--- config.mk ---
export PLATFORM = sky130hd
export DESIGN_NAME = wb_req_bridge
export DESIGN_NICKNAME = d
export VERILOG_FILES = /design/src/hw/wb_pkg.sv /design/src/hw/wb_req_bridge.sv
export SDC_FILE = /design/constraint.sdc
export NUM_CORES = 1
export LEC_CHECK = 0
export ABC_AREA = 1
export BUFFER_PORTS_ARGS = -buffer_cell sky130_fd_sc_hd__buf_2
export CORE_MARGIN = 8
export CORE_UTILIZATION = 30
export CTS_BUF_LIST = sky130_fd_sc_hd__clkbuf_8
export CTS_CLUSTER_DIAMETER = 150
export DETAILED_ROUTE_END_ITERATION = 8
export PLACE_DENSITY = 0.69
export RECOVER_POWER = 100
export SYNTH_ARGS = -nofsm -noshare
export SYNTH_HDL_FRONTEND = slang
export SYNTH_SLANG_ARGS = --single-unit
export TNS_END_PERCENT = 5
--- constraint.sdc ---
create_clock -name clk_i -period 2.8 [get_ports clk_i]
set_input_delay 0 -clock clk_i [delete_from_list [all_inputs] [get_ports clk_i]]
set_output_delay 0 -clock clk_i [all_outputs]
set_load 0.01 [all_outputs]
--- src/hw/wb_pkg.sv ---
/* Default widths and counts for the shared-memory subsystem.
   Word widths must be a multiple of 8, with at least two byte lanes. */
package wb_pkg;

	// Defaults that the top level passes down.
	localparam int DEF_ARCHBITSZ = 32;
	localparam int DEF_MASTERCOUNT = 3;
	localparam int DEF_MEM_WORDS = 256;

	// Byte lanes in one word.
	function automatic int lane_count(input int width);
		return width / 8;
	endfunction

	// Word address width, the byte offset bits dropped.
	function automatic int addr_bits(input int width);
		return width - $clog2(lane_count(width));
	endfunction

	// Index width, never below one bit.
	function automatic int idx_bits(input int count);
		int bits;
		bits = $clog2(count);
		return (bits < 1) ? 1 : bits;
	endfunction

endpackage

--- src/hw/wb_req_bridge.sv ---
`timescale 1ns/1ps

/* Four-phase host port to one Wishbone single-word cycle. The host holds req and the
   command stable until ack_o rises, and raises req again only once ack_o is low. */
module wb_req_bridge #(
	parameter int ARCHBITSZ = wb_pkg::DEF_ARCHBITSZ
) (
	input  logic clk_i,
	input  logic rst_i,

	input  logic req_i,
	input  logic we_i,
	input  logic [wb_pkg::addr_bits(ARCHBITSZ)-1:0] addr_i,
	input  logic [wb_pkg::lane_count(ARCHBITSZ)-1:0] sel_i,
	input  logic [ARCHBITSZ-1:0] wdat_i,
	output logic ack_o,
	output logic [ARCHBITSZ-1:0] rdat_o,

	output logic wb_cyc_o,
	output logic wb_stb_o,
	output logic wb_we_o,
	output logic [wb_pkg::addr_bits(ARCHBITSZ)-1:0] wb_addr_o,
	output logic [wb_pkg::lane_count(ARCHBITSZ)-1:0] wb_sel_o,
	output logic [ARCHBITSZ-1:0] wb_dat_o,
	input  logic wb_bsy_i,
	input  logic wb_ack_i,
	input  logic [ARCHBITSZ-1:0] wb_dat_i
);
	import wb_pkg::*;

	localparam int ADDRBITSZ = addr_bits(ARCHBITSZ);
	localparam int SELBITSZ = lane_count(ARCHBITSZ);

	// FSM states.
	localparam logic [1:0] ST_IDLE = 2'd0;
	localparam logic [1:0] ST_REQ  = 2'd1;
	localparam logic [1:0] ST_WAIT = 2'd2;
	localparam logic [1:0] ST_DONE = 2'd3;

	logic [1:0] state_q;

	logic                 we_q;
	logic [ADDRBITSZ-1:0] addr_q;
	logic [SELBITSZ-1:0]  sel_q;
	logic [ARCHBITSZ-1:0] wdat_q;
	logic [ARCHBITSZ-1:0] rdat_q;

	// ------------------------------------------------------------
	// Command and read data.
	// ------------------------------------------------------------

	// Command is taken once, on the rising req.
	always_ff @(posedge clk_i) begin
		if (state_q == ST_IDLE && req_i) begin
			we_q <= we_i;
			addr_q <= addr_i;
			sel_q <= sel_i;
			wdat_q <= wdat_i;
		end
	end

	// Ack is broadcast, so only one seen after our own acceptance counts.
	always_ff @(posedge clk_i) begin
		if (state_q == ST_WAIT && wb_ack_i)
			rdat_q <= wb_dat_i;
	end

	// ------------------------------------------------------------
	// Handshake FSM.
	// ------------------------------------------------------------

	always_ff @(posedge clk_i) begin
		if (rst_i) begin
			state_q <= ST_IDLE;
		end else begin
			case (state_q)
				ST_IDLE: begin
					if (req_i)
						state_q <= ST_REQ;
				end
				ST_REQ: begin
					// Accepted when stb is high and bsy is low.
					if (!wb_bsy_i)
						state_q <= ST_WAIT;
				end
				ST_WAIT: begin
					if (wb_ack_i)
						state_q <= ST_DONE;
				end
				ST_DONE: begin
					// cyc is already low, a slow host blocks no one here.
					if (!req_i)
						state_q <= ST_IDLE;
				end
			endcase
		end
	end

	assign wb_cyc_o = (state_q == ST_REQ) || (state_q == ST_WAIT);
	assign wb_stb_o = (state_q == ST_REQ);
	assign wb_we_o = we_q;
	assign wb_addr_o = addr_q;
	assign wb_sel_o = sel_q;
	assign wb_dat_o = wdat_q;

	assign ack_o = (state_q == ST_DONE);
	assign rdat_o = rdat_q;

	// The host keeps req up until the command has completed.
	a_req_held: assert property (@(posedge clk_i) disable iff (rst_i)
		(state_q == ST_REQ || state_q == ST_WAIT) |-> req_i);

endmodule

# After elaboration in Yosys (flattened, before gate mapping)
# Index checks and enable logic that the tools add are counted.
# word_totals
inputBits	104
wordCells	23
out_inout_bits	102
register_bits	101
# op_classes
eq_ne	7
n_reduce_logical	5
muxes	5
# ops
cell	count
2-bit 2-to-1 mux	4
2-bit inequality test (second input constant)	4
2-bit one-hot mux with 4 select lines	1
2-bit == test (second input constant)	2
4-bit AND reduction	1
2-bit by 1-bit == test with 1-bit output (second input constant)	1
1-bit logical AND	2
2-bit zero test	1
1-bit logical OR	1

# Depth between registers and ports, before layout
# logic_depth
word_depth	3
depth_mapped	8
ltp_nobuf	8

# Worst setup path before layout
# No wires, ideal clock.
# synth_path
kind	register to register
from	register state_q[0]
to	register addr_q[0] (netlist: wb_addr_o[0]) (enable)
t_required_ns	2.379
setup_time_ns	0.421
path_buffers	0
stages_incl_launch_ff	5
synth_period_minus_slack_ns	2.361
arrival_ns	1.940
path_slack_ns	0.439
cell_sequence	dfxtp_1 -> inv_1 -> ha_1 -> nand2_1 -> inv_1
# synth_between
elab_chain_len	2
# synth_lines
item	line	source
from (decl)	wb_req_bridge.sv:40	logic [1:0] state_q;
from (signal assigned)	wb_req_bridge.sv:74	state_q <= ST_IDLE;
from (signal assigned)	wb_req_bridge.sv:79	state_q <= ST_REQ;
from (signal assigned)	wb_req_bridge.sv:84	state_q <= ST_WAIT;
2-bit zero test	wb_req_bridge.sv:54	if (state_q == ST_IDLE && req_i) begin
1-bit logical AND	wb_req_bridge.sv:54	
to (signal assigned)	wb_req_bridge.sv:56	addr_q <= addr_i;
to (decl)	wb_req_bridge.sv:43	logic [ADDRBITSZ-1:0] addr_q;
# Every way passes these cells.
# A chain may end at the register's enable or synchronous reset.

# Worst setup path in the final report
# layout_path
from	register state_q[0]
to	register addr_q[25] (netlist: wb_addr_o[25]) (enable)
# The elaborated chain is that of the path after synthesis.

==> qor.yml <==
worstHoldStart: "wb_bsy_i"
fin_crit_ns: 2.037
worstSkewPairLatency_ns: 0.35
min_to: "state_q[0]"
wire_per_inst_um: 16.37
routed_wl_um: 9689
r2r_start: "state_q[0]"
grt_pass1_vias: 2771
crit_type: "reg -> reg"
multi_input_area_sq_um: 137.6
layout_common_cells: "clkbuf_1 (110), dlygate4sd3_1 (100), edfxtp_1 (99)"
seqCellArea_sq_um: 3013
place.port_buffers: 205
synthToLayoutAreaGrowth_pct: 70.92
ioPinCount: 206
vias: 2372
slowest_stage: "inv_1"
firstDrtPassIters: 4
place_congestion: 0.8077
numCtsBuffers: 9
final_nets: 559
ys_warn_count: 0
cts_tree: "built"
power.leakage_nw: 2.092
cp_max_fo: 46
dieArea_sq_um: 14180
die_w_um: 119.1
grt_pass1_wl_um: 15110
cts_setup_buffers: 0
finalWorstSetupSlack_ns: 0.7634
setup_viol: 0
reg2reg_to: "wb_addr_o[25]"
hp-class: "in -> reg"
hold_violations: 0
ant_nets: 0
arrival_ns: 2.08
dr.first_iter.drc_count: 160
syn_area_sq_um: 3188
grt_util_all_layers_pct: 13.78
reg2reg_slack_ns: 0.76
floorplan.initialDensity_pct: 30.88
seq_area_frac_synth_pct: 94.51
fin_worst_skew_ns: 0.005261
powerDensity_nw_per_um2: 696.8
drive_gt1_share_pct: 24.62
fmax_mhz: 491.0
cpPeakStageDelay_ns: 0.66
post-place-ws_ns: 1.017
coreArea_sq_um: 10320
drc_errors: 0
dp_hpwl_um: 6669
synth_area_per_cell_sq_um: 24.15
die_height_um: 119.1
r2r.worst_path.cells: 5
maxCapViolations: 0
rsz0062_at_grt: "false"
ys_types: 8
whs_path_depth: 6
numClockSinks: 101
overflow: 0
syn_inst: 132
crit_chain: "inv_1 -> ha_1 -> nand2_1 -> inv_1 -> buf_12"
clk_pin_slew_ns: 0.09
final_common_cell: "clkbuf_1"
start_kind: "flip-flop"
worst_pin_slew_ns: 0.9141
cp_common_cell: "inv_1"
syn_nets: 241
nFillCells: 884
cts_root_buffer: "clkbuf_8"
synth-seq-cells: 101
crit_required_ns: 2.84
crit_path_end_kind: "flip-flop"
status: "completed"
drt-vias-per-instance: 4.007
num_rows: 37
h-tree-depth: 3
cts.path.max_buffers: 2
grt_max_degree: 47
drv_slew: 0
antenna_found_initial: 1
setup_tns_ns: 0
slew_headroom_pct: 38.99
timing.final.crit_share_pct: 72.74
ir_drop_uv: 293.3
[sequential cells by signal (all words and copies together), names as in the netlist]
register and flops:
wb_we_o 1, state_q 2, wb_addr_o 30, rdat_o 32, wb_sel_o 4, wb_dat_o 32
[stage by stage]
step / utilization, % / total power [mW] / cell area [sq um] / hold WS, ns / std cells
3_5_place_dp: 42.73 / 2.959 / 4412 / 0.1781 / 475
3_3_place_gp: 42.73 / 2.933 / 4412 / 0.1772 / 475
5_1_grt: 52.78 / 4.001 / 5449 / 0.08621 / 592
2_1_floorplan: - / 2.520 / 3188 / 0.09887 / 132
4_1_cts: 54.19 / 3.931 / 5594 / 0.04075 / 591
6_report: 52.78 / 3.797 / 5449 / 0.06704 / 592
[synth_stat cells (all sizes together)]
| cell | number | area share [%] |
|---|---|---|
| nor2 | 6 | 0.94 |
| inv | 8 | 0.94 |
| edfxtp | 99 | 93 |
| ha | 5 | 2.0 |
| dfxtp | 2 | 1.3 |
| nand2 | 12 | 1.6 |
[critical path, delay by kind of cell, from the launching register on]
family	cells	cell delay, ns
DFF	1	0.35
adders and majority gates	1	0.19
buffers and inverters	3	1.11
and+or+nand+nor	1	0.06
[kinds of logic after synthesis]
logic type | synth area share [%]
flops | 94.51
fa+ha+maj | 1.962
buf+inv | 0.9420
simple gates | 2.590
[power by group]
part	leakage (nW)	internal [mW]	switching, mW
registers	0.941	2.03	0.0880
clock network	0.0929	0.400	0.454
logic	1.06	0.307	0.522
total	2.09	2.73	1.06
[routing by layer]
layer  routed length (um)  up-vias  track usage, %
li1                     -     1130               -
met1                 3525     1079           14.13
met2                 4562      150           22.80
met3                 1403       13           7.558
met4                  198        0           6.087
met5                    0        -               0
[repair_timing]
| action | 4_1_cts | 5_1_grt |
|---|---|---|
| gates resized for setup | 0 | 0 |
| hold buffers | 100 | 0 |
| hold endpoints to repair | 101 | 0 |
[worst max-delay path by stage]
stage	cells after the start	slack [ns]	to	start
6_report	5	0.76	wb_addr_o[25]	state_q[0]
5_1_grt	5	0.55	wb_addr_o[27]	state_q[0]
4_1_cts	5	1.0	wb_addr_o[14]	state_q[0]
3_5_place_dp	5	1.02	wb_addr_o[14]	state_q[0]
3_3_place_gp	5	1.09	wb_dat_o[29]	state_q[0]
2_1_floorplan	4	0.44	wb_addr_o[0]	state_q[0]
[final cells by class]
class,instances,area share (%)
Sequential cell,101,55.29
Clock buffer,9,2.273
Antenna cell,1,0.04592
Timing Repair Buffer,307,35.13
Inverter,8,0.5511
Multi-Input combinational cell,23,2.526
Clock inverter,7,1.056
Tap cell,136,3.123
Note: power is estimated with default switching activity, not from simulation.
