==> src/hw/wb_pkg.sv <==
/* Default widths and counts for the shared-memory subsystem.
   Word widths must be a multiple of 8, with at least two byte lanes. */
package wb_pkg;

	// Defaults that the top level passes down.
	localparam int DEF_ARCHBITSZ = 32;
	localparam int DEF_MASTERCOUNT = 3;
	localparam int DEF_MEM_WORDS = 256;

	// Byte lanes in one word.
	function automatic int lane_count(input int width);
		return width / 8;
	endfunction

	// Word address width, the byte offset bits dropped.
	function automatic int addr_bits(input int width);
		return width - $clog2(lane_count(width));
	endfunction

	// Index width, never below one bit.
	function automatic int idx_bits(input int count);
		int bits;
		bits = $clog2(count);
		return (bits < 1) ? 1 : bits;
	endfunction

endpackage

==> src/hw/wb_arbiter.sv <==
`timescale 1ns/1ps

/* Round-robin arbiter for one slave. A granted master keeps the slave until it drops cyc,
   and the grant latency varies by up to MASTERCOUNT cycles. */
module wb_arbiter #(
	parameter int ARCHBITSZ = wb_pkg::DEF_ARCHBITSZ,
	parameter int MASTERCOUNT = wb_pkg::DEF_MASTERCOUNT
) (
	input  logic clk_i,
	input  logic rst_i,

	input  logic [MASTERCOUNT-1:0] m_wb_cyc_i,
	input  logic [MASTERCOUNT-1:0] m_wb_stb_i,
	input  logic [MASTERCOUNT-1:0] m_wb_we_i,
	input  logic [wb_pkg::addr_bits(ARCHBITSZ)*MASTERCOUNT-1:0] m_wb_addr_i,
	input  logic [wb_pkg::lane_count(ARCHBITSZ)*MASTERCOUNT-1:0] m_wb_sel_i,
	input  logic [ARCHBITSZ*MASTERCOUNT-1:0] m_wb_dat_i,
	output logic [MASTERCOUNT-1:0] m_wb_bsy_o,
	output logic [MASTERCOUNT-1:0] m_wb_ack_o,
	output logic [ARCHBITSZ*MASTERCOUNT-1:0] m_wb_dat_o,

	output logic s_wb_cyc_o,
	output logic s_wb_stb_o,
	output logic s_wb_we_o,
	output logic [wb_pkg::addr_bits(ARCHBITSZ)-1:0] s_wb_addr_o,
	output logic [wb_pkg::lane_count(ARCHBITSZ)-1:0] s_wb_sel_o,
	output logic [ARCHBITSZ-1:0] s_wb_dat_o,
	input  logic s_wb_bsy_i,
	input  logic s_wb_ack_i,
	input  logic [ARCHBITSZ-1:0] s_wb_dat_i
);
	import wb_pkg::*;

	localparam int ADDRBITSZ = addr_bits(ARCHBITSZ);
	localparam int SELBITSZ = lane_count(ARCHBITSZ);
	localparam int IDXBITSZ = idx_bits(MASTERCOUNT);
	localparam logic [IDXBITSZ-1:0] LAST_IDX = IDXBITSZ'(MASTERCOUNT - 1);

	logic [IDXBITSZ-1:0] mstridx;
	logic [IDXBITSZ-1:0] mstrhi;
	logic [IDXBITSZ-1:0] mstrloidx;
	logic [IDXBITSZ-1:0] mstrlonxt;
	logic [IDXBITSZ-1:0] mstrhiidx;
	logic [IDXBITSZ-1:0] mstrhinxt;

	logic [ADDRBITSZ-1:0] m_addr [MASTERCOUNT];
	logic [SELBITSZ-1:0]  m_sel  [MASTERCOUNT];
	logic [ARCHBITSZ-1:0] m_dat  [MASTERCOUNT];

	// ------------------------------------------------------------
	// Master side.
	// ------------------------------------------------------------

	// Ack and read data are broadcast, bsy shields every master but the granted one.
	for (genvar k = 0; k < MASTERCOUNT; k++) begin : gen_mstr
		assign m_addr[k] = m_wb_addr_i[k*ADDRBITSZ +: ADDRBITSZ];
		assign m_sel[k] = m_wb_sel_i[k*SELBITSZ +: SELBITSZ];
		assign m_dat[k] = m_wb_dat_i[k*ARCHBITSZ +: ARCHBITSZ];
		assign m_wb_bsy_o[k] = (mstridx == IDXBITSZ'(k)) ? s_wb_bsy_i : 1'b1;
		assign m_wb_ack_o[k] = s_wb_ack_i;
		assign m_wb_dat_o[k*ARCHBITSZ +: ARCHBITSZ] = s_wb_dat_i;
	end

	// Slave side follows the grant with no register in between.
	assign s_wb_cyc_o = m_wb_cyc_i[mstridx];
	assign s_wb_stb_o = m_wb_stb_i[mstridx];
	assign s_wb_we_o = m_wb_we_i[mstridx];
	assign s_wb_addr_o = m_addr[mstridx];
	assign s_wb_sel_o = m_sel[mstridx];
	assign s_wb_dat_o = m_dat[mstridx];

	// ------------------------------------------------------------
	// Scanners and grant.
	// ------------------------------------------------------------

	// Lowest active master, scanning upward one index per cycle.
	always_ff @(posedge clk_i) begin
		if (rst_i) begin
			mstrloidx <= '0;
			mstrlonxt <= '0;
		end else if (mstrloidx == LAST_IDX || m_wb_cyc_i[mstrloidx]) begin
			if (m_wb_cyc_i[mstrloidx])
				mstrlonxt <= mstrloidx;
			mstrloidx <= '0;
		end else begin
			mstrloidx <= mstrloidx + 1'b1;
		end
	end

	// Highest active master, scanning downward.
	always_ff @(posedge clk_i) begin
		if (rst_i) begin
			mstrhiidx <= LAST_IDX;
			mstrhinxt <= LAST_IDX;
		end else if (mstrhiidx == '0 || m_wb_cyc_i[mstrhiidx]) begin
			if (m_wb_cyc_i[mstrhiidx])
				mstrhinxt <= mstrhiidx;
			mstrhiidx <= LAST_IDX;
		end else begin
			mstrhiidx <= mstrhiidx - 1'b1;
		end
	end

	// Grant moves on only once the current master has let go of cyc.
	always_ff @(posedge clk_i) begin
		if (rst_i) begin
			mstridx <= '0;
			mstrhi <= LAST_IDX;
		end else if (!m_wb_cyc_i[mstridx]) begin
			if (mstridx < mstrhi) begin
				mstridx <= mstridx + 1'b1;
			end else begin
				// Wrap to the low end of the active range.
				mstridx <= mstrlonxt;
				mstrhi <= mstrhinxt;
			end
		end
	end

	// The grant must point at an existing master.
	a_grant_range: assert property (@(posedge clk_i) disable iff (rst_i)
		int'(mstridx) < MASTERCOUNT);

	// A bridge raises stb only inside its own cycle.
	a_stb_in_cyc: assert property (@(posedge clk_i) disable iff (rst_i)
		s_wb_stb_o |-> s_wb_cyc_o);

endmodule

==> config.mk <==
export PLATFORM = sky130hd
export DESIGN_NAME = wb_arbiter
export DESIGN_NICKNAME = d
export VERILOG_FILES = /design/src/hw/wb_pkg.sv /design/src/hw/wb_arbiter.sv
export SDC_FILE = /design/constraint.sdc
export NUM_CORES = 1
export LEC_CHECK = 0
export ABC_AREA = 1
export BUFFER_PORTS_ARGS = -buffer_cell sky130_fd_sc_hd__buf_2
export CAP_MARGIN = 30
export CORE_AREA = 3 3 158 160
export DETAILED_ROUTE_END_ITERATION = 8
export DIE_AREA = 0 0 161 163
export GPL_TIMING_DRIVEN = 0
export PLACE_DENSITY_LB_ADDON = 0.15
export SETUP_SLACK_MARGIN = 0.1
export SLEW_MARGIN = 25
export SYNTH_ARGS = -nofsm -noshare
export SYNTH_HDL_FRONTEND = slang
export SYNTH_SLANG_ARGS = --single-unit
==> constraint.sdc <==
create_clock -name clk_i -period 2 [get_ports clk_i]
set_input_delay 0.4 -clock clk_i [delete_from_list [all_inputs] [get_ports clk_i]]
set_output_delay 0.4 -clock clk_i [all_outputs]
set_load 0.02 [all_outputs]
Yosys cells after proc, flatten, opt, wreduce, memory -nomap -nowiden. Cells that the tools add are included.

Add/subtract/negate cells: 3. $lt $le $gt $ge: 5. Equality and inequality tests: 3. Muxes and demuxes: 23. Bitwise gates (word level): 3. Reduce and logical (&&, ||, !) cells: 9.

Operators by type and width (number): $bmux 32 s2 (1); $mux 32 (2); $bmux 30 s2 (1); $mux 30 (2); $bmux 1 s2 (5); $lt 2x3->1 const B (3); $bmux 4 s2 (1); $mux 1 (8); $mux 4 (2); $reduce_and 2->1 (3); $add 2x1->2 const B (2); $eq 2x2->1 const B (2); $logic_not 2->1 (2); $reduce_or 2->1 (2); $ge 3x3->1 const B (1); $not 2->3 (1); $eq 2x1->1 const B (1); $logic_or 1x1->1 (2); $lt 2x2->1 (1); $mux 2 (1); $not 1->1 (2); $sub 2x1->2 const B (1).

Flip-flop bits (word level): 12. Bits of input ports: 243. Output and inout port bits: 171. Logic and storage cells: 52.

Logic depth before layout (Yosys ltp). Gate-level depths: netlist (run 1).

Word-level depth: 4. Gate-level depth with buffers: 9. Gate-level depth less buffers: 8.

Worst setup path after synthesis (run 1). No wires, ideal clock.

Kind: register to output. From: register mstridx[0]. To: output port s_wb_addr_o[10] in the netlist's numbering. Data arrival time: 1.176 ns. Slack: 0.424 ns. Cell stages (with the launch flop): 7. Path through: dfxtp_1 > buf_6 > inv_4 > buf_4 > buf_2 > nor2_1 > o21ai_1.

Longest elaborated chain between the ends: 4.

Ends and longest elaborated chain: start: declaration (line wb_arbiter.sv:39) `logic [IDXBITSZ-1:0] mstridx;`; start signal: assignment (line wb_arbiter.sv:111) `mstridx <= mstridx + 1'b1;`; start signal: assignment (line wb_arbiter.sv:114) `mstridx <= mstrlonxt;`; $not 2->3 (not written as such) (line wb_arbiter.sv:68) `assign s_wb_addr_o = m_addr[mstridx];`; $bmux 30 s2 (line wb_arbiter.sv:68); $mux 30 (not written as such) (2 in a row) (line wb_arbiter.sv:68); end: declaration (line wb_arbiter.sv:25) `output logic [wb_pkg::addr_bits(ARCHBITSZ)-1:0] s_wb_addr_o,`.

No other way between the ends. The select of a mux whose other input is x is not followed.

Worst setup path after layout (run 1).
From: register mstridx[0]. To: output port s_wb_sel_o[1] in the netlist's numbering.

Longest elaborated chain between the ends: 4.

Ends and longest elaborated chain: $not 2->3 (not written as such) (line wb_arbiter.sv:69) `assign s_wb_sel_o = m_sel[mstridx];`; $bmux 4 s2 (line wb_arbiter.sv:69); $mux 4 (not written as such) (2 in a row) (line wb_arbiter.sv:69); end: declaration (line wb_arbiter.sv:26) `output logic [wb_pkg::lane_count(ARCHBITSZ)-1:0] s_wb_sel_o,`.

No other way between the ends. The select of a mux whose other input is x is not followed.

==> metrics.cfg, run 1 <==
[yosys]
ys_seq_area_share_pct=8.458
yosys_most_used_dff=sky130_fd_sc_hd__dfxtp_1
postSynth.asyncResetShare_pct=0
synth.avg_cell_area_sq_um=5.738
synth.ff_latch_count=12
yosysWarningCount=0
syn-instance-count=495
yosys_cell_types=20
edff_count_synth=0
netlist_area_sq_um=2840
synth_fp_nets=744

[finish]
nets=1145
final_area_sq_um=6163
synthToLayoutAreaGrowth_pct=117.0
fin_util_pct=26.18
layout-drive-gt1-share_pct=64.69

[critical_path]
setup_slack_of_the_worst_register_to_register_path_ns=0.45
cp-end-kind=output pin
worst_path_max_delay_cell=sky130_fd_sc_hd__dfxtp_2
required_ns=1.60
worst_ep_arrival_time_ns=1.48
ff2ff_path_depth=9
crit_chain=buf_12 > inv_16 > clkbuf_16 > buf_8 > nor2_1 > o21ai_1 > buf_4
crit-reg2reg-capture=mstridx[1]$_SDFFE_PP0N_
cp_slowest_stage_delay_ns=0.33
worst_setup_path_start_kind=register
critPathCapture=s_wb_sel_o[1]
crit_type=reg -> out
critical_path.max_fanout=9
cp-startpoint=mstridx[0]$_SDFFE_PP0N_
cp_delay_by_family_top=buffers and inverters
critical_path.n_buffers_inverters=5
timing.rr.start=mstridx[0]$_SDFFE_PP0N_
critical_path_depth=7

[sta]
timing.clock.skew_ns=0.005626
fin_ws_ns=0.1218
setup_tns_ns=0
hold_viol_final=0
worst_slew_margin_rel_pct=78.52
rsz0062_at_grt=yes
post-route-min-period_ns=1.878
final.period_utilization_pct=93.91
timing_worst_slew_pin_value_ns=0.3189
holdWs_ns=0.4144
timing_max_transition_violations_final=0
setup-violations-final=0
max_freq_mhz=532.4

[grt]
grtUsageTotal_pct=12.95
first_pass_grt_wire_length_microns=26800
grtUsageMet2_pct=25.65
grt_max_degree=12
global_route.peak_usage_layer=met2
via_count_of_the_first_global_routing_pass=4418
globalRoute.totalOverflow=0
grt.met3_usage_pct=2.009
grt_antenna_before_repair=0
grt_util_met1_pct=15.28

[run_status]
status=completed

[floorplanning]
core_area_sq_um=23540
die_w_microns=161
fp.dieArea_sq_um=26240
row_count=56
initial_core_utilization_pct=12.06
floorplan.die.height_microns=163
io_pins=414

[clock_network]
clock_tree_from_tritoncts=yes
numClockSinks=12
cts.path.max_buffers=2
tritoncts.num_buffers=3
root_buffer=sky130_fd_sc_hd__clkbuf_16
ctsHtreeMaxLevel=1
cts.clk_slew.worst_paths_ns=0.05
clk-insertion-delay-late_ns=0.25

[job]
cap_violations=0

[power]
irDropWorstVdd_mv=0.3361
static-leakage-power_nw=3.236
power.density_cell_area_nw_per_um2=1141

[placement]
buffer_ports.inserted=380
preCtsSetupSlack_ns=0.005935
post-dp-hpwl_microns=16120
gp_congestion=0.8107
place_area_sq_um=5141

[detailed_routing]
drtAntennaViolNets=0
vias=4747
avgRoutedWirePerCell_microns=16.40
initialDrtViolationCount=222
routed_wirelength_microns=19920
drt_pre_antenna_iters=4
post-route-drc-count=0
route.detailed.vias_per_inst=3.907

[hold_path]
worst_min_delay_path_category=in -> reg

## through the flow
step           power, mW  cells
4_1_cts            6.218   1204
2_1_floorplan      3.345    495
5_1_grt            7.546   1214
3_5_place_dp       5.149   1194
3_3_place_gp       5.190   1194
6_report           7.033   1215
## routing by layer
layer  routed length (microns)  vias to the layer above
li1                          -                     2388
met1                      8022                     2142
met2                     10640                      212
met3                      1220                        5
met4                        40                        0
met5                         0                        -
## cells by family (layout without fill, tap and decap cells)
| family | after synthesis | in the layout | share of synthesized area, % |
|---|---|---|---|
| AOI/OAI and AO/OA | 144 | 144 | 25.46 |
| adders and majority gates | 6 | 6 | 2.643 |
| buffers and inverters | 150 | 550 | 34.89 |
| DFF | 12 | 12 | 8.458 |
| other | 0 | 1 | 0 |
| and+or+nand+nor | 183 | 183 | 28.55 |
## worst reg2reg max path, cell delays in order (launching register included)
cell                      delay, ns
sky130_fd_sc_hd__dfxtp_2       0.35
sky130_fd_sc_hd__buf_12        0.16
sky130_fd_sc_hd__inv_16        0.06
sky130_fd_sc_hd__buf_16        0.15
sky130_fd_sc_hd__buf_12        0.14
sky130_fd_sc_hd__ha_2          0.30
sky130_fd_sc_hd__nand3_1       0.07
sky130_fd_sc_hd__nand2_1       0.07
sky130_fd_sc_hd__nand2_1       0.05
sky130_fd_sc_hd__a21oi_1       0.13
## worst min-delay path by stage
stage,startpoint,to,slack [ns],cells past startpoint
floorplan,mstrhinxt[1]$_SDFFE_PP1P_,mstrhinxt[1]$_SDFFE_PP1P_,0.43,2
global placement,mstrlonxt[1]$_SDFFE_PP0P_,mstrlonxt[1]$_SDFFE_PP0P_,0.46,2
detailed placement,mstrhinxt[1]$_SDFFE_PP1P_,mstrhinxt[1]$_SDFFE_PP1P_,0.45,2
CTS,rst_i,mstridx[0]$_SDFFE_PP0N_,0.42,2
global route,rst_i,mstridx[0]$_SDFFE_PP0N_,0.45,2
finish,rst_i,mstridx[0]$_SDFFE_PP0N_,0.41,2
## area by class of cell
cell class / count / area (sq um)
Fill cell: 2676 / 17380
Inverter: 13 / 77.57
Timing Repair Buffer: 399 / 2431
Sequential cell: 12 / 242.7
Clock buffer: 4 / 88.84
Buffer: 134 / 1224
Tap cell: 319 / 399.1
Multi-Input combinational cell: 333 / 1698
Antenna cell: 1 / 2.502
## registers in the layout, indices dropped and copies added (netlist names)
name and cells:
mstrhinxt 2, mstrloidx 2, mstrlonxt 2, mstridx 2
mstrhiidx 2, mstrhi 2
## cells in the final DEF (no fill, tap or decap), types with 2 or more instances in the layout
master,n
sky130_fd_sc_hd__ha_2,2
sky130_fd_sc_hd__o21ai_0,65
sky130_fd_sc_hd__nor2_1,51
sky130_fd_sc_hd__inv_1,11
sky130_fd_sc_hd__nand2_1,20
sky130_fd_sc_hd__a21oi_1,6
sky130_fd_sc_hd__nand3_2,2
sky130_fd_sc_hd__buf_16,3
sky130_fd_sc_hd__o21ai_2,5
sky130_fd_sc_hd__buf_8,7
sky130_fd_sc_hd__ha_1,4
sky130_fd_sc_hd__nand3_1,81
sky130_fd_sc_hd__buf_2,332
sky130_fd_sc_hd__dfxtp_2,2
sky130_fd_sc_hd__buf_12,11
sky130_fd_sc_hd__dfxtp_1,10
sky130_fd_sc_hd__nor2_2,24
sky130_fd_sc_hd__clkbuf_4,3
sky130_fd_sc_hd__buf_4,155
sky130_fd_sc_hd__o21ai_1,67
sky130_fd_sc_hd__nand2_2,4
sky130_fd_sc_hd__clkbuf_16,14
sky130_fd_sc_hd__buf_6,11
## power breakdown
group | total (mW) | leakage, nW | internal [mW] | switching, mW
clock network | 0.420 | 0.0442 | 0.303 | 0.117
registers | 0.357 | 0.0990 | 0.307 | 0.0503
logic | 6.26 | 3.09 | 2.80 | 3.46
## synthesized netlist by cell type, types with 6 or more instances
master	count	area share, %
sky130_fd_sc_hd__o21ai_1	68	12
sky130_fd_sc_hd__nand3_1	81	14
sky130_fd_sc_hd__o21ai_0	69	12
sky130_fd_sc_hd__nand2_1	22	2.9
sky130_fd_sc_hd__buf_4	102	27
sky130_fd_sc_hd__dfxtp_1	12	8.5
sky130_fd_sc_hd__nor2_1	75	9.9
sky130_fd_sc_hd__clkbuf_1	9	1.2
sky130_fd_sc_hd__a21oi_1	6	1.1
sky130_fd_sc_hd__ha_1	6	2.6
sky130_fd_sc_hd__inv_1	11	1.5
sky130_fd_sc_hd__buf_2	22	3.9
## what timing repair did
action	4_1_cts	5_1_grt
pin swaps	2	14
resized for setup	101	103
hold buffers	0	0
buffers inserted	4	2
setup endpoints to repair	72	64
gates cloned	2	11
(Power assumes the default switching activity.)
==> run 2, diff against run 1 <==
--- a/config.mk
+++ b/config.mk
@@ -8,9 +8,9 @@
 export ABC_AREA = 1
 export BUFFER_PORTS_ARGS = -buffer_cell sky130_fd_sc_hd__buf_2
 export CAP_MARGIN = 30
-export CORE_AREA = 3 3 158 160
+export CORE_AREA = 2 2 162 164
 export DETAILED_ROUTE_END_ITERATION = 8
-export DIE_AREA = 0 0 161 163
+export DIE_AREA = 0 0 164 166
 export GPL_TIMING_DRIVEN = 0
 export PLACE_DENSITY_LB_ADDON = 0.15
 export SETUP_SLACK_MARGIN = 0.1
==> run 2 against run 1 <==
Non-clock buffer count decreased by 6. Wire length decreased by 8.3%. Clock power decreased by 3%. Utilization decreased by 2.6 points. Cell count increased by 0.82%. Clock skew decreased by 0.0038 ns. Maximum frequency about the same. Hold slack improved by 0.011 ns. Via count decreased by 0.86%. Count of clock-buffer cells in the layout unchanged. Critical endpoint is now s_wb_addr_o[24].
==> metrics.cfg, run 2 (synthesis results as in run 1) <==
[finish]
layout-drive-gt1-share_pct=65.13  ; +0.44 points
fin_util_pct=23.56  ; -2.6 points
layout_commonest_cell=sky130_fd_sc_hd__buf_2
synthToLayoutAreaGrowth_pct=112.5
final_cell_mix=330 x sky130_fd_sc_hd__buf_2, 157 x sky130_fd_sc_hd__buf_4, 80 x sky130_fd_sc_hd__nand3_1
nets=1139  ; -0.52%

[clock_network]
ctsHtreeMaxLevel=1  ; unchanged
number_of_buffers_added_to_fix_hold_violations_after_cts=0  ; unchanged
tritoncts.num_buffers=3  ; unchanged
numClockSinks=12  ; unchanged
root_buffer=sky130_fd_sc_hd__clkbuf_16
clk-insertion-delay-late_ns=0.24  ; about the same
cts.path.max_buffers=2  ; unchanged
clock_tree_from_tritoncts=yes
cts.clk_slew.worst_paths_ns=0.04  ; about the same

[placement]
post-dp-hpwl_microns=15160  ; -6.0%
preCtsSetupSlack_ns=-0.05293  ; -0.05887 ns
buffer_ports.inserted=380  ; unchanged
gp_congestion=0.8039  ; -0.84%

[sta]
worst_slew_margin_rel_pct=79.53  ; +1.0 points
timing.clock.skew_ns=0.001848  ; -0.003779 ns
fin_ws_ns=0.1210  ; -0.0007940 ns
max_freq_mhz=532.2  ; about the same
rsz0062_at_grt=yes
final.period_utilization_pct=93.95  ; about the same
setup-violations-final=0  ; unchanged
hold_viol_final=0  ; unchanged
timing_worst_slew_pin_value_ns=0.3038  ; -0.01506 ns
post-route-min-period_ns=1.879  ; +0.0007940 ns
timing_max_transition_violations_final=0  ; unchanged

[critical_path]
required_ns=1.60  ; about the same
critical_path.max_fanout=8  ; -1
worst_path_max_delay_cell=sky130_fd_sc_hd__dfxtp_2
cp_slowest_stage_delay_ns=0.35  ; +0.02 ns
cp-end-kind=output pin
cp_delay_by_family_top=buffers and inverters
critical_path.n_buffers_inverters=5  ; unchanged
worst_setup_path_start_kind=register
crit_type=reg -> out
worst_ep_arrival_time_ns=1.48  ; about the same
crit_chain=buf_12 > clkinv_8 > buf_16 > buf_12 > nor2_2 > o21ai_1 > buf_4
crit_top_cell=sky130_fd_sc_hd__buf_12

[grt]
grtUsageTotal_pct=12.22  ; -0.73 points
grt_antenna_before_repair=2  ; +2
grt_max_degree=12  ; unchanged
first_pass_grt_wire_length_microns=25880  ; -3.4%
via_count_of_the_first_global_routing_pass=4456  ; +0.86%
globalRoute.totalOverflow=0  ; unchanged

[floorplanning]
core_area_sq_um=25620  ; +8.8%
floorplan.die.height_microns=166  ; +1.8%
initial_core_utilization_pct=11.09  ; -0.98 points
io_pins=414  ; unchanged
fp.dieArea_sq_um=27220  ; +3.7%
die_w_microns=164  ; +1.9%
row_count=59  ; +5.4%

[power]
static-leakage-power_nw=3.128  ; -3.3%
power.density_cell_area_nw_per_um2=1115  ; -2.3%
seqPwrFrac_pct=5.4  ; +0.3 points
clock_power_share_pct=6.0  ; about the same
netSwitchingFraction_pct=52.58  ; +1.0 points
power_spent_charging_and_discharging_nets_mw=3.539  ; -2.4%
cell_internal_pwr_mw=3.192  ; -6.3%
logic_gate_share_of_total_power_pct=88.5  ; -0.5 points
irDropWorstVdd_mv=0.3624  ; +7.8%

[detailed_routing]
avgRoutedWirePerCell_microns=14.91  ; -9.0%
vias=4706  ; -0.86%
initialDrtViolationCount=199  ; -10%
drt_pre_antenna_iters=4  ; unchanged
route.detailed.vias_per_inst=3.842  ; -1.7%
routed_wirelength_microns=18270  ; -8.3%
post-route-drc-count=0  ; unchanged
drtAntennaViolNets=0  ; unchanged

[run_status]
status=completed

[job]
cap_violations=0  ; unchanged

[hold_path]
worst_min_delay_path_category=in -> reg

==> run 2: what timing repair did <==
action | in CTS | in global routing
pin swaps | 3 | 13
gates resized for setup | 117 | 94
hold endpoints to repair | 0 | 0
setup buffers | 4 | 1
setup endpoints to repair | 72 | 63
cloned | 3 | 3
==> run 2: per-layer routing <==
layer  share of wire [%]  global-route usage (%)
met1                  38                   14.11
met4                 1.9                   2.441
met3                 7.2                   1.648
met5                   0                       0
met2                  52                   23.58
==> run 2: worst paths after layout <==
path                      startpoint                 endpoint  slack [ns]  cells after the start
max reg2reg  mstridx[0]$_SDFFE_PP0N_  mstridx[1]$_SDFFE_PP0N_        0.50                      9
min reg2reg  mstrhiidx[0]$_SDFF_PP0_  mstrhiidx[0]$_SDFF_PP0_        0.47                      1
max          mstridx[0]$_SDFFE_PP0N_          s_wb_addr_o[24]        0.12                      7
min                            rst_i  mstridx[1]$_SDFFE_PP0N_        0.43                      2
==> run 2: worst register-to-register path: cells and delay by family, from the launching register on <==
kind,cells,cell delay (ns)
buf+inv,4,0.54
flops,1,0.35
fa+ha+maj,1,0.25
simple gates,3,0.18
compound gates,1,0.10
==> run 2: layout make-up <==
class	count	area [sq um]
Antenna cell	1	2.502
Buffer	136	1200
Clock buffer	4	88.84
Fill cell	2973	19580
Inverter	13	73.82
Multi-Input combinational cell	333	1759
Sequential cell	12	245.2
Tap cell	335	419.2
Timing Repair Buffer	391	2247
==> run 2: stage by stage <==
step | instances | setup TNS, ns | instance area, sq um | hold slack, ns | power [mW]
after floorplan | 495 | 0 | 2840 | 0.4297 | 3.345
after global placement | 1210 | -0.01835 | 5161 | 0.4572 | 5.184
after detailed placement | 1210 | -0.2178 | 5161 | 0.4636 | 5.153
after CTS | 1221 | 0 | 5684 | 0.4312 | 6.350
after global routing | 1225 | 0 | 6036 | 0.4372 | 7.275
final | 1225 | 0 | 6036 | 0.4257 | 6.731
==> run 2: power by group through the flow <==
| stage | logic (mW) | registers, mW | clock network (mW) |
|---|---|---|---|
| global placement | 4.83 | 0.355 | 0 |
| finish | 5.96 | 0.365 | 0.406 |
| detailed placement | 4.80 | 0.356 | 0 |
| floorplan | 3.01 | 0.340 | 0 |
| CTS | 5.58 | 0.357 | 0.414 |
| global route | 6.48 | 0.374 | 0.423 |
